### config.mk
export PLATFORM = sky130hd
export DESIGN_NAME = wb
export DESIGN_NICKNAME = d
export VERILOG_FILES = /design/src/riscv_defines.svh /design/src/riscv_pkg.sv /design/src/wb.sv
export SDC_FILE = /design/constraint.sdc
export NUM_CORES = 1
export LEC_CHECK = 0
export BUFFER_PORTS_ARGS = -buffer_cell sky130_fd_sc_hd__buf_4
export CAP_MARGIN = 10
export CELL_PAD_IN_SITES_DETAIL_PLACEMENT = 2
export CELL_PAD_IN_SITES_GLOBAL_PLACEMENT = 2
export CORE_MARGIN = 2
export CORE_UTILIZATION = 20
export DETAILED_ROUTE_END_ITERATION = 16
export GPL_ROUTABILITY_DRIVEN = 0
export PLACE_DENSITY_LB_ADDON = 0.1
export SYNTH_ARGS = -nofsm -noshare
export SYNTH_HDL_FRONTEND = slang
export SYNTH_SLANG_ARGS = --single-unit
### constraint.sdc
create_clock -name clk -period 0.99 [get_ports clk]
set_clock_uncertainty 0.1 [all_clocks]
set_input_delay 0 -clock clk [delete_from_list [all_inputs] [get_ports clk]]
set_output_delay 0 -clock clk [all_outputs]
set_load 0.01 [all_outputs]
### src/riscv_defines.svh
`ifndef RISCV_DEFINES_SVH
`define RISCV_DEFINES_SVH

// first fetch address after reset
`define RESET_PC    64'h0

// major opcodes
`define OP_IMM      7'b0010011
`define OP_REG      7'b0110011
`define OP_LUI      7'b0110111
`define OP_LOAD     7'b0000011
`define OP_STORE    7'b0100011
`define OP_BRANCH   7'b1100011
`define OP_JAL      7'b1101111

// funct3 values
`define F3_ADD      3'b000
`define F3_XOR      3'b100
`define F3_OR       3'b110
`define F3_AND      3'b111
`define F3_BEQ      3'b000
`define F3_BNE      3'b001
`define F3_SW       3'b010
`define F3_SD       3'b011
`define F3_LD       3'b011

`endif

### src/riscv_pkg.sv
package riscv_pkg;

    typedef logic [63:0] xlen_t;
    typedef logic [31:0] inst_t;
    typedef logic [4:0]  reg_addr_t;
    typedef logic [7:0]  wmask_t;

    // alu control taken from funct7/funct3 in decode
    typedef struct packed {
        logic sub;
        logic pass_b;
        logic use_f3;
    } alu_sel_t;

    typedef struct packed {
        logic  valid;
        xlen_t pc;
        inst_t inst;
    } if_id_t;

    typedef struct packed {
        logic      valid;
        xlen_t     pc;
        xlen_t     op1;
        xlen_t     op2;
        xlen_t     imm;
        reg_addr_t rd;
        logic      reg_wen;
        logic      is_load;
        logic      is_store;
        logic      is_branch;
        logic      is_jal;
        alu_sel_t  alu_sel;
        logic [2:0] funct3;
    } id_ex_t;

    typedef struct packed {
        logic      valid;
        reg_addr_t rd;
        logic      reg_wen;
        logic      is_load;
        xlen_t     result;
    } ex_wb_t;

endpackage

### src/wb.sv
`timescale 1ns/100ps

module wb (
    input  logic                  clk,
    input  logic                  rst_i,
    input  riscv_pkg::ex_wb_t     ex_wb_i,
    input  riscv_pkg::xlen_t      mem_rdata_i,
    output riscv_pkg::reg_addr_t  rd_addr_o,
    output riscv_pkg::xlen_t      rd_data_o,
    output logic                  rd_wen_o
);

    riscv_pkg::ex_wb_t ex_wb_q;

    always_ff @(posedge clk) begin
        if (rst_i) begin
            ex_wb_q <= '0;
        end else begin
            ex_wb_q <= ex_wb_i;
        end
    end

    assign rd_addr_o = ex_wb_q.rd;
    // load data shows up one cycle after the request
    assign rd_data_o = ex_wb_q.is_load ? mem_rdata_i : ex_wb_q.result;
    assign rd_wen_o  = ex_wb_q.valid && ex_wb_q.reg_wen;

endmodule

Word-level counts from Yosys, hierarchy flattened. Index checks and enable logic that the tools add are counted.

Reduce and logical (&&, ||, !) cells: 1. Mux-type cells: 1.

Operators with widths (count): $mux 64 (1); $logic_and 1x1->1 (1).

Logic and storage cells: 7. Output and inout port bits: 70. Register bits: 72. Input port bits: 138.

Logic depth before layout (Yosys ltp).
Word-level depth: 1. Gate-level depth with buffers: 3. Depth with buffers taken out: 1.

Least setup slack after synthesis. Ideal clock, no wire load.

Path kind: register to output. Start: reg ex_wb_q[64] in the netlist's numbering. End: out rd_data_o[10]. Required time: 0.890 ns. Path slack: -0.069 ns. Cell stages (with the launch flop): 4. Arrival: 0.959 ns. Path buffers: 2. Cell sequence: dfxtp_1 > buf_6 > clkbuf_8 > mux2_2.

Cells in the longest elaborated chain, start to end: 1.

Ends and longest elaborated chain: start, declared (line wb.sv:13) `riscv_pkg::ex_wb_t ex_wb_q;`; start signal, assigned (line wb.sv:19) `ex_wb_q <= ex_wb_i;`; $mux 64 (line wb.sv:25) `assign rd_data_o = ex_wb_q.is_load ? mem_rdata_i : ex_wb_q.result;`; end, declared (line wb.sv:9) `output riscv_pkg::xlen_t rd_data_o,`.

Every way passes these cells.

Worst setup path after layout.
Start: reg ex_wb_q[64] in the netlist's numbering. End: out rd_data_o[8].

The elaborated chain is that of the path after synthesis.

==> out/metrics.csv <==
stage,metric,value,unit
route,per-cell routed wire length,16.92,microns
sta,final setup vio count,64,
cts,H-tree lvl count,3,
floorplanning,Core Region,13880,sq um
cells_and_area,Final #Nets,656,
worst_setup_path,"CP delay by family, top",buffers and inverters,
sta,Tmin final,1.572,ns
outcome,status,finished with violations,
cts,clock sink count,72,
global_route,largest net degree at the start of global routing,43,
yosys,register area share after synthesis,50.70,%
yosys,syn nets,367,
yosys,Mapped Area,2843,sq um
worst_setup_path,CP bufs+invs,3,
yosys,Synth area leaders,"dfxtp_1 51%, mux2_2 25%, and2b_1 13%",
cts,CTS root buf,clkbuf_16,
yosys,yosys warns,0,
worst_setup_path,Setup CP Type,reg -> out,
cts,clk buf depth,2,
worst_setup_path,CP peak stage delay,0.37,ns
worst_setup_path,Critical Path Sink Type,primary output,
route,Initial DRT Pass Iterations,2,
global_route,first-pass GRT wire length,15840,microns
yosys,"area leader, netlist",dfxtp_1,
yosys,#FFs+latches synth,72,
floorplanning,Initial Utilization,20.48,%
power_and_ir_drop,peak supply drop,0.6894,mV
floorplanning,Die X,123.2,microns
worst_setup_path,Critical Path RT,0.89,ns
global_route,initial antenna violation count,1,
worst_setup_path,worst path arrival time,1.47,ns
worst_hold_path,Hold WC Path Type,in -> out,
global_route,gr usage total,14.16,%
placement,Place WS,-0.2405,ns
global_route,GRT overflow,0,
worst_setup_path,crit-path max FO,8,
yosys,Yosys top cell area share,50.70,%
cts,CTS buffer count,9,
route,Total Wirelength,11890,microns
sta,Final WS setup,-0.5825,ns
floorplanning,chip height,123.2,microns
sta,setup_tns,-34.96,ns
worst_setup_path,CP max stage cell,dfxtp_4,
placement,DP Wirelength,7190,microns
cells_and_area,ratio of cells with drive above 1 in the final layout,57.85,%
route,mean number of vias per cell,3.972,
sta,Max Clk Rate,635.9,MHz
route,Residual DRC,0,
cts,CTS tree,done,
power_and_ir_drop,Leak,3.050,nW
run,number of max-cap violations,0,
yosys,Syn Inst Count,229,
worst_setup_path,Setup crit start kind,flip-flop,
worst_setup_path,crit path cell chain,"buf_12, clkbuf_16, mux2_4, buf_6",
cts,"CTS clk-pin slew, worst paths",0.05,ns
floorplanning,die area,15180,sq um
sta,RSZ-0062 raised after global routing,yes,
yosys,"Avg Cell Area, Syn",12.41,sq um
route,initial drt markers,35,
route,antenna-violating nets left,0,
floorplanning,Core Rows,43,
sta,Relative slew margins,91.98,%
outcome,failing checks,negative setup slack,
placement,Port Buffers,207,
floorplanning,IO Pins,208,
sta,max-slew violation count,0,
cells_and_area,area added between synthesis and finish,121.0,%
power_and_ir_drop,Pwr per Cell Area,1298,nW/um^2
sta,Least-Margin Pin Slew,0.1203,ns
sta,Final Hold Fails,0,
route,vias,2792,
yosys,Yosys cell types,11,
sta,Final Cycle Share,158.8,%
global_route,number of global-route vias before repair,3081,
==> sequential cells by signal, summed over array words and instances, names as in the netlist <==
name / cells
ex_wb_q: 67
rd_addr_o: 5
==> cell usage after synthesis <==
master	instances
buf_2	1
mux2_2	64
dfxtp_1	72
and2b_1	48
clkbuf_8	6
buf_4	5
clkbuf_2	1
nor2b_1	24
clkbuf_1	6
and2_1	1
buf_6	1
==> timing repair <==
item                                    CTS  global route
pin swaps                                 1             0
hold buffers                             73             0
endpoints found under the hold margin    72             0
cloned                                    1             9
buffers inserted                          0             3
endpoints found under the setup margin   65            66
gates resized for setup                  32            91
==> cell usage in the layout (no fill, tap or decap), drive strengths merged <==
cell type    netlist  layout
and2               1       1
and2b             48      48
buf                7     218
clkbuf            13      22
dfxtp             72      72
diode              0       1
dlygate4sd3        0      73
mux2              64      64
nor2b             24      24
==> area by class of cell <==
| class | count | area (sq um) |
|---|---|---|
| tap | 180 | 225.2 |
| clock buffer | 15 | 267.8 |
| timing repair buffer | 298 | 2882 |
| fill | 1408 | 7597 |
| antenna | 1 | 2.502 |
| sequential | 72 | 1445 |
| multi-input combinational | 137 | 1461 |
==> where the power goes <==
group / internal (mW) / leakage [nW] / total, mW / switching, mW
clock network: 1.82 / 0.130 / 3.00 / 1.18
logic: 1.42 / 2.32 / 2.05 / 0.633
registers: 3.06 / 0.601 / 3.11 / 0.0498
==> tightest hold or removal path, delay by kind of cell <==
kind,cells,cell delay (ns)
buffers and inverters,2,0.17
multiplexers,1,0.13
==> layer usage <==
layer / global-route usage (%) / vias up / share of wire [%]
met5: 0 / - / 0
met4: 6.960 / 0 / 1.6
met3: 5.720 / 13 / 9.3
met2: 25.76 / 126 / 53
met1: 13.81 / 1330 / 36
li1: - / 1323 / -
==> logic make-up after synthesis <==
kind of cell	count (synthesis)	synth area share, %
buf+inv	20	5.766
flops	72	50.70
mux	64	25.35
simple gates	73	18.18
==> per-stage QoR <==
stage	instances	total power, mW	utilization [%]	instance area [sq um]	hold WS [ns]
after global placement	601	4.517	32.88	4564	0.1057
final	703	8.157	45.27	6284	0.1971
after global routing	703	8.590	45.27	6284	0.2043
after floorplan	229	3.749	-	2885	0.02520
after CTS	690	7.962	41.09	5704	0.1981
after detailed placement	601	4.554	32.88	4564	0.1103
==> worst paths after layout <==
| kind | from | end | slack [ns] | depth (start not counted) |
|---|---|---|---|---|
| worst max-delay path | ex_wb_q[64] | rd_data_o[8] | -0.58 | 4 |
| worst min-delay path | mem_rdata_i[12] | rd_data_o[12] | 0.20 | 3 |
No activity file was read; power rests on OpenSTA's default activity.
