**src/riscv_defines.svh**
```systemverilog
`ifndef RISCV_DEFINES_SVH
`define RISCV_DEFINES_SVH

// first fetch address after reset
`define RESET_PC    64'h0

// major opcodes
`define OP_IMM      7'b0010011
`define OP_REG      7'b0110011
`define OP_LUI      7'b0110111
`define OP_LOAD     7'b0000011
`define OP_STORE    7'b0100011
`define OP_BRANCH   7'b1100011
`define OP_JAL      7'b1101111

// funct3 values
`define F3_ADD      3'b000
`define F3_XOR      3'b100
`define F3_OR       3'b110
`define F3_AND      3'b111
`define F3_BEQ      3'b000
`define F3_BNE      3'b001
`define F3_SW       3'b010
`define F3_SD       3'b011
`define F3_LD       3'b011

`endif

```
**src/riscv_pkg.sv**
```systemverilog
package riscv_pkg;

    typedef logic [63:0] xlen_t;
    typedef logic [31:0] inst_t;
    typedef logic [4:0]  reg_addr_t;
    typedef logic [7:0]  wmask_t;

    // alu control taken from funct7/funct3 in decode
    typedef struct packed {
        logic sub;
        logic pass_b;
        logic use_f3;
    } alu_sel_t;

    typedef struct packed {
        logic  valid;
        xlen_t pc;
        inst_t inst;
    } if_id_t;

    typedef struct packed {
        logic      valid;
        xlen_t     pc;
        xlen_t     op1;
        xlen_t     op2;
        xlen_t     imm;
        reg_addr_t rd;
        logic      reg_wen;
        logic      is_load;
        logic      is_store;
        logic      is_branch;
        logic      is_jal;
        alu_sel_t  alu_sel;
        logic [2:0] funct3;
    } id_ex_t;

    typedef struct packed {
        logic      valid;
        reg_addr_t rd;
        logic      reg_wen;
        logic      is_load;
        xlen_t     result;
    } ex_wb_t;

endpackage

```
**src/fetch.sv**
```systemverilog
`timescale 1ns/100ps
`include "riscv_defines.svh"

module fetch (
    input  logic                clk,
    input  logic                rst_i,
    input  logic                redirect_i,
    input  riscv_pkg::xlen_t    redirect_pc_i,
    input  riscv_pkg::inst_t    inst_i,
    output riscv_pkg::xlen_t    inst_addr_o,
    output riscv_pkg::if_id_t   if_id_o
);

    riscv_pkg::xlen_t pc;

    // instruction memory answers in the same cycle
    assign inst_addr_o = pc;

    always_ff @(posedge clk) begin
        if (rst_i) begin
            pc <= `RESET_PC;
        end else if (redirect_i) begin
            pc <= redirect_pc_i;
        end else begin
            pc <= pc + 64'd4;
        end
    end

    // fetch/decode register
    always_ff @(posedge clk) begin
        if (rst_i) begin
            if_id_o.valid <= 1'b0;
        end else if (redirect_i) begin
            // word fetched this cycle is on the wrong path
            if_id_o.valid <= 1'b0;
        end else begin
            if_id_o.valid <= 1'b1;
            if_id_o.pc    <= pc;
            if_id_o.inst  <= inst_i;
        end
    end

endmodule

```
**config.mk**
```make
export PLATFORM = sky130hd
export DESIGN_NAME = fetch
export DESIGN_NICKNAME = d
export VERILOG_FILES = /design/src/riscv_pkg.sv /design/src/fetch.sv
export VERILOG_INCLUDE_DIRS = /design/src /design/src/src
export SDC_FILE = /design/constraint.sdc
export NUM_CORES = 1
export LEC_CHECK = 0
export BUFFER_PORTS_ARGS = -buffer_cell sky130_fd_sc_hd__buf_2
export CAP_MARGIN = 40
export CORE_MARGIN = 8
export CORE_UTILIZATION = 30
export CTS_CLUSTER_DIAMETER = 200
export DETAILED_ROUTE_END_ITERATION = 8
export MAX_ROUTING_LAYER = met4
export SLEW_MARGIN = 20
export SYNTH_ARGS = -nofsm -noshare
export SYNTH_HDL_FRONTEND = slang
export SYNTH_SLANG_ARGS = --single-unit
```
**constraint.sdc**
```tcl
create_clock -name clk -period 6.78 [get_ports clk]
set_clock_uncertainty 0.2 [all_clocks]
set_input_delay 0.678 -clock clk [delete_from_list [all_inputs] [get_ports clk]]
set_output_delay 0.678 -clock clk [all_outputs]
set_load 0.02 [all_outputs]
```
Word-level counts from Yosys, hierarchy flattened --
Index checks and enable logic that the tools add are counted. W data, S select, Z words.
Storage, ports and cells: flip-flop bits (word level) 161, input port bits 99, output and inout port bits 161, logic and storage cells 10
Operators by class: $add $sub $neg 1, muxes and demuxes 2, bitwise operators 2, reductions and logical operators 1
Operators with widths (number):
- $add A64 B3 Y64 const B | 1
- $mux W64 | 1
- $not A1 Y1 | 2
- $reduce_and A2 Y1 | 1
- $mux W1 | 1

Longest topological paths before layout --
Gate-level depths: netlist of run 1.
depth in word-level cells 2, depth in mapped cells 8, gate-level depth less buffers 6

Worst setup path before layout of run 1 --
OpenSTA, ideal clock, no wires.
path type in2reg, from in redirect_i, to reg if_id_o[0] (netlist bit) (enable), setup time 0.553 ns, data arrival time 5.083 ns, data required time 6.027 ns, path slack 0.944 ns, cell stages on the path 3, path buffers 2, cells stage by stage clkbuf_1 > clkbuf_1 > nor2_1
On the way: cells in the longest elaborated chain, start to end 2
RTL lines:
- from (decl) | line fetch.sv:7 | input logic redirect_i,
- $not A1 Y1 (no line)
- $reduce_and A2 Y1 (no line)
- to (decl) | line fetch.sv:11 | output riscv_pkg::if_id_t if_id_o
No other way between the ends. A chain may end at the register's enable or synchronous reset.

Worst setup path after layout of run 1 --
from reg pc[2], in the netlist inst_addr_o[2], to reg pc[52], in the netlist inst_addr_o[52]
On the way: cells in the longest elaborated chain, start to end 2
RTL lines:
- from (decl) | line fetch.sv:14 | riscv_pkg::xlen_t pc;
- from (signal assigned) | line fetch.sv:21 | pc <= `RESET_PC;
- from (signal assigned) | line fetch.sv:23 | pc <= redirect_pc_i;
- from (signal assigned) | line fetch.sv:25 | pc <= pc + 64'd4;
- $add A64 B3 Y64 | line fetch.sv:25
- $mux W64 | line fetch.sv:22 | end else if (redirect_i) begin
No other way between the ends.

==> impl_metrics.toml, run 1 <==
[sta]
setup_viol = 0
period_needed_ps = 3190
hold_violations = 0
grt_setup_unrepaired = "no"
period_share_pct = 47.0
fin_ws_ps = 3590
finalSetupTns_ps = 0
max-slew-margin-rel_pct = 50.2
report.final.slew_viol_count = 0
tightest_slew_ps = 746
timing.fmax_mhz = 314

[placed_design]
post_dp_cell_area_um2 = 8140
io_buffer_count = 259
gp_congestion = 0.795
place_ws_ps = 3590
dp.final_hpwl_mm = 14.8

[power_and_ir_drop]
p_leak_nw = 3.53
power_mw = 2.44
vdd_ir_drop_max_uv = 156
power_density_nw_per_um2 = 278

[clocking]
clk_latency_ps = 430
cts_sinks = 161
cts_root_buf = "clkbuf_16"
cts_made_buffers = 17
path_clk_slew_ps = 70
postCtsSetupBuffers = 0
hold_buffers = 0
htree_levels = 4
cts_tree = "yes"
clk_path_buf_depth = 2
cts_resized = 0

[job]
maxCapViolCount = 0

[global_route]
antenna_found_initial = 6
first_global_vias = 5386
grt_pass1_wl_mm = 30.6
use_met3_pct = 5.06
grt_busiest_layer = "met2"
grt_usage_pct = 15.2
met1_usage_pct = 18.0
grt-ovfl-total = 0
grt_use_met2_pct = 23.7
grt_max_degree = 72

[synthesis]
synth_area_leader_cell = "edfxtp_1"
syn_nets = 657
yosys-top-cells-area = "edfxtp_1, dfxtp_1, a211oi_1"
yosys_warnings = 0
synth_seq_cells = 161
async_flop_share_pct = 0
synth_top_flop_cell = "edfxtp_1"
synth_area_um2 = 6550
syn_avg_cell_area_um2 = 11.8
syn_inst = 557
ys_seq_area_share_pct = 63.9
netlist-cell-type-count = 43
synth_edf_count = 96
synth_top_area_share_pct = 44.0

[die]
num_io_pins = 260
row_count = 54
die_w_um = 164
core_um2 = 21600
dieArea_um2 = 26800
start_util_pct = 30.3
die_h_um = 164

[cells_and_area]
syn2layout_area_growth_pct = 34.1
n_fill_cell = 2116
drive_gt1_share_pct = 37.5
nets = 909
final_cell_mix = "buf_2, edfxtp_1, dfxtp_1"
final_area_um2 = 8790
mostFrequentLayoutCell = "buf_2"

[critical_path]
worst-setup-path-type = "flip-flop to flip-flop"
start_kind = "flip-flop"
r2r_slack_ps = 3590
critPathCaptureType = "flip-flop"
critPathArrivalTime_ps = 3320
cp_max_fo = 18
reg2regPathDepth = 6
critical_path_required_ps = 6920

[routing]
routed_via_density = 4.83
finalWirelength_mm = 20.4
antenna_left = 0
via_count = 5349
drtIter0Drc = 214
drt_first_pass_iters = 4
drc = 0
wl_per_cell_um = 18.4

[worst_hold_path]
hold_path_class = "input pin to flip-flop"
whs_path_depth = 1

[run_status]
outcome = "finished clean"
## worst max-delay path, cell delays in order, from the launching register on
cell      delay [ps]
dfxtp_1          420
ha_1             210
nand3_1          180
or4_4            660
or4_1            750
or3_1            400
a311oi_1         250
## report_power, final
group / total (mW) / switching (mW) / leakage, nW / internal [mW]
Clock: 1.04 / 0.422 / 0.309 / 0.623
Sequential: 1.15 / 0.0516 / 1.46 / 1.10
Combinational: 0.247 / 0.159 / 1.76 / 0.0879
Total: 2.44 / 0.632 / 3.53 / 1.81
## area by class of cell
class,instances,area (um^2),share of cell area [%]
diodes,6,15.0,0.171
clock buffers,17,425,4.84
clock inverters,15,208,2.36
inverters,30,113,1.28
multi-input cells,332,2130,24.3
flip-flops and latches,161,4180,47.6
well taps,280,350,3.99
repair buffers,267,1360,15.4
## metal layers
metal | routed length, um | up-vias
li1 | - | 2626
met1 | 8550 | 2495
met2 | 9540 | 208
met3 | 1950 | 20
met4 | 341 | 0
met5 | 0 | -
## per-stage QoR
step | cells | hold slack, ps | util (%)
floorplan | 557 | 362 | -
global placement | 1070 | 238 | 37.6
detailed placement | 1070 | 250 | 37.6
CTS | 1102 | 204 | 40.6
global route | 1108 | 200 | 40.6
finish | 1108 | 215 | 40.6
## flip-flops by register name (all words and copies together), names as in the netlist
| signal | count |
|---|---|
| if_id_o | 97 |
| inst_addr_o | 64 |
## synth_stat cells, drive strengths merged, types with 10 or more instances
library cell	number
edfxtp	96
dfxtp	65
nor2	62
a211oi	38
inv	30
nand2	28
clkbuf	25
xnor2	24
nor3	20
a2111oi	17
and4	17
nor4	17
nand4	16
nand3	15
and3	14
a311oi	10
## cell families (layout without fill, tap and decap cells)
group | Yosys count | count (layout) | share of synthesized area [%]
adders and majority gates | 1 | 1 | 0.191
AOI/OAI and AO/OA | 87 | 87 | 10.3
buffers and inverters | 64 | 329 | 3.84
DFF | 161 | 161 | 63.9
and+or+nand+nor | 208 | 208 | 16.8
other | 0 | 6 | 0
xor gates and xnor gates | 30 | 30 | 4.01
muxes | 6 | 6 | 0.917
## final timing paths
check / to / startpoint
worst max register to register: inst_addr_o[52]$_SDFF_PP0_ / inst_addr_o[2]$_SDFF_PP0_
worst min-delay path: if_id_o[25]$_DFFE_PP_ / inst_i[25]
worst min register to register: if_id_o[32]$_DFFE_PP_ / inst_addr_o[0]$_SDFFE_PP0P_
worst max-delay path: inst_addr_o[52]$_SDFF_PP0_ / inst_addr_o[2]$_SDFF_PP0_
(Power assumes the default switching activity.)
==> run 2, diff against run 1 <==
- clock period: 6.78 -> 2.7 ns (I/O delays scaled with it)
==> impl_metrics.toml, run 2 (synthesis gave the netlist of run 1 again) <==
[global_route]
grt-ovfl-total = 0
grt_max_degree = 68
grt_usage_pct = 16.1
first_global_vias = 5969
antenna_found_initial = 0
grt_pass1_wl_mm = 32.7

[clocking]
clk_latency_ps = 420
htree_levels = 4
path_clk_slew_ps = 70
cts_tree = "yes"
cts_root_buf = "clkbuf_16"
cts_sinks = 161
clk_path_buf_depth = 2
cts_made_buffers = 17

[sta]
max-slew-margin-rel_pct = 57.8
hold_violations = 0
finalSetupTns_ps = 0
report.final.slew_viol_count = 0
tightest_slew_ps = 633
period_share_pct = 96.4
whs_ps = 40.9
timing.fmax_mhz = 384
setup_viol = 0
period_needed_ps = 2600

[placed_design]
gp_congestion = 0.762
dp.cells = 1101
io_buffer_count = 259
dp.final_hpwl_mm = 15.3

[die]
row_count = 54
die_h_um = 164
die_w_um = 164
dieArea_um2 = 26800
num_io_pins = 260
core_um2 = 21600
start_util_pct = 30.3

[cells_and_area]
n_fill_cell = 2065
antennaDiodeCount = 0
largest_register_ffs = 97
final_cells = 1231
syn2layout_area_growth_pct = 53.9
drive_gt1_share_pct = 37.9
regMostFlops = "if_id_o"
nets = 1038
mostFrequentLayoutCell = "buf_2"
final_cell_mix = "buf_2, edfxtp_1, dlygate4sd3_1"

[routing]
drc = 0
wl_per_cell_um = 17.7
via_count = 5840
antenna_left = 0
routed_via_density = 4.74
drtIter0Drc = 271
drt_first_pass_iters = 5
finalWirelength_mm = 21.8

[critical_path]
start_kind = "flip-flop"
critPathArrivalTime_ps = 2730
worst-setup-path-type = "flip-flop to flip-flop"
critPathCaptureType = "flip-flop"
critical_path_required_ps = 2830
cp_max_fo = 7

[power_and_ir_drop]
vdd_ir_drop_max_uv = 395
p_leak_nw = 4.12
power_density_nw_per_um2 = 619

[worst_hold_path]
hold_path_class = "input pin to flip-flop"

[job]
maxCapViolCount = 0

[run_status]
outcome = "finished clean"
==> run 2: cell count changes in the layout (fill, tap and decap cells not counted), moves of 2 or more <==
cell | previous run | this run
dfxtp_4 | 0 | 2
a2111oi_1 | 0 | 8
buf_12 | 0 | 2
a2111oi_0 | 15 | 6
diode_2 | 6 | 0
dfxtp_1 | 65 | 54
buf_4 | 8 | 39
dfxtp_2 | 0 | 9
inv_6 | 2 | 4
dlygate4sd3_1 | 0 | 94
clkinv_2 | 2 | 0
==> run 2: repair_timing <==
action,in CTS,in global routing
setup buffers,0,3
gates resized for setup,0,13
hold endpoints to repair,94,0
endpoints found under the setup margin,0,12
hold buffers,94,0
==> run 2: cell type report <==
type                    count  area (um^2)  area share, %
clock inverters            14          196           1.95
flip-flops and latches    161         4200           41.7
well taps                 280          350           3.48
repair buffers            396         2590           25.7
clock buffers              18          429           4.26
multi-input cells         332         2200           21.8
inverters                  30          113           1.12
==> run 2: path summary, 6_finish.rpt <==
| check | slack [ps] | endpoint | startpoint | cells after the start |
|---|---|---|---|---|
| max | 100 | inst_addr_o[52]$_SDFF_PP0_ | inst_addr_o[3]$_SDFF_PP0_ | 6 |
| min | 40 | inst_addr_o[60]$_SDFF_PP0_ | redirect_pc_i[60] | 4 |
| max reg2reg | 100 | inst_addr_o[52]$_SDFF_PP0_ | inst_addr_o[3]$_SDFF_PP0_ | 6 |
| min reg2reg | 270 | if_id_o[32]$_DFFE_PP_ | inst_addr_o[0]$_SDFFE_PP0P_ | 0 |
==> run 2: per-layer routing <==
layer,vias up,routed length (um),GRT usage (%)
met5,-,0,-
met4,0,329,5.17
met3,21,1560,4.11
met2,193,10200,25.2
met1,2752,9720,20.0
li1,2874,-,-
==> run 2: report_power, final <==
group          total, mW  switching, mW  internal, mW
clock               2.56           1.07          1.49
sequential          2.87          0.107          2.76
combinational      0.806          0.462         0.344
total               6.24           1.64          4.60
==> run 2: metrics by stage <==
stage,setup WS [ps],utilization [%],power (mW),cell area [um^2]
2_1_floorplan,22.2,-,3.28,6610
3_3_place_gp,117,39.1,3.61,8450
3_5_place_dp,90.3,39.1,3.62,8450
4_1_cts,57.4,46.3,6.33,10000
5_1_grt,-78.6,46.6,6.49,10100
6_report,96.0,46.6,6.24,10100
==> run 2: critical path: stages, from the launching register on <==
cell and delay [ps]:
dfxtp_4 380, ha_4 160, nand3_4 90, or4_4 520, or4_4 550, or3_1 380
a311oi_2 220
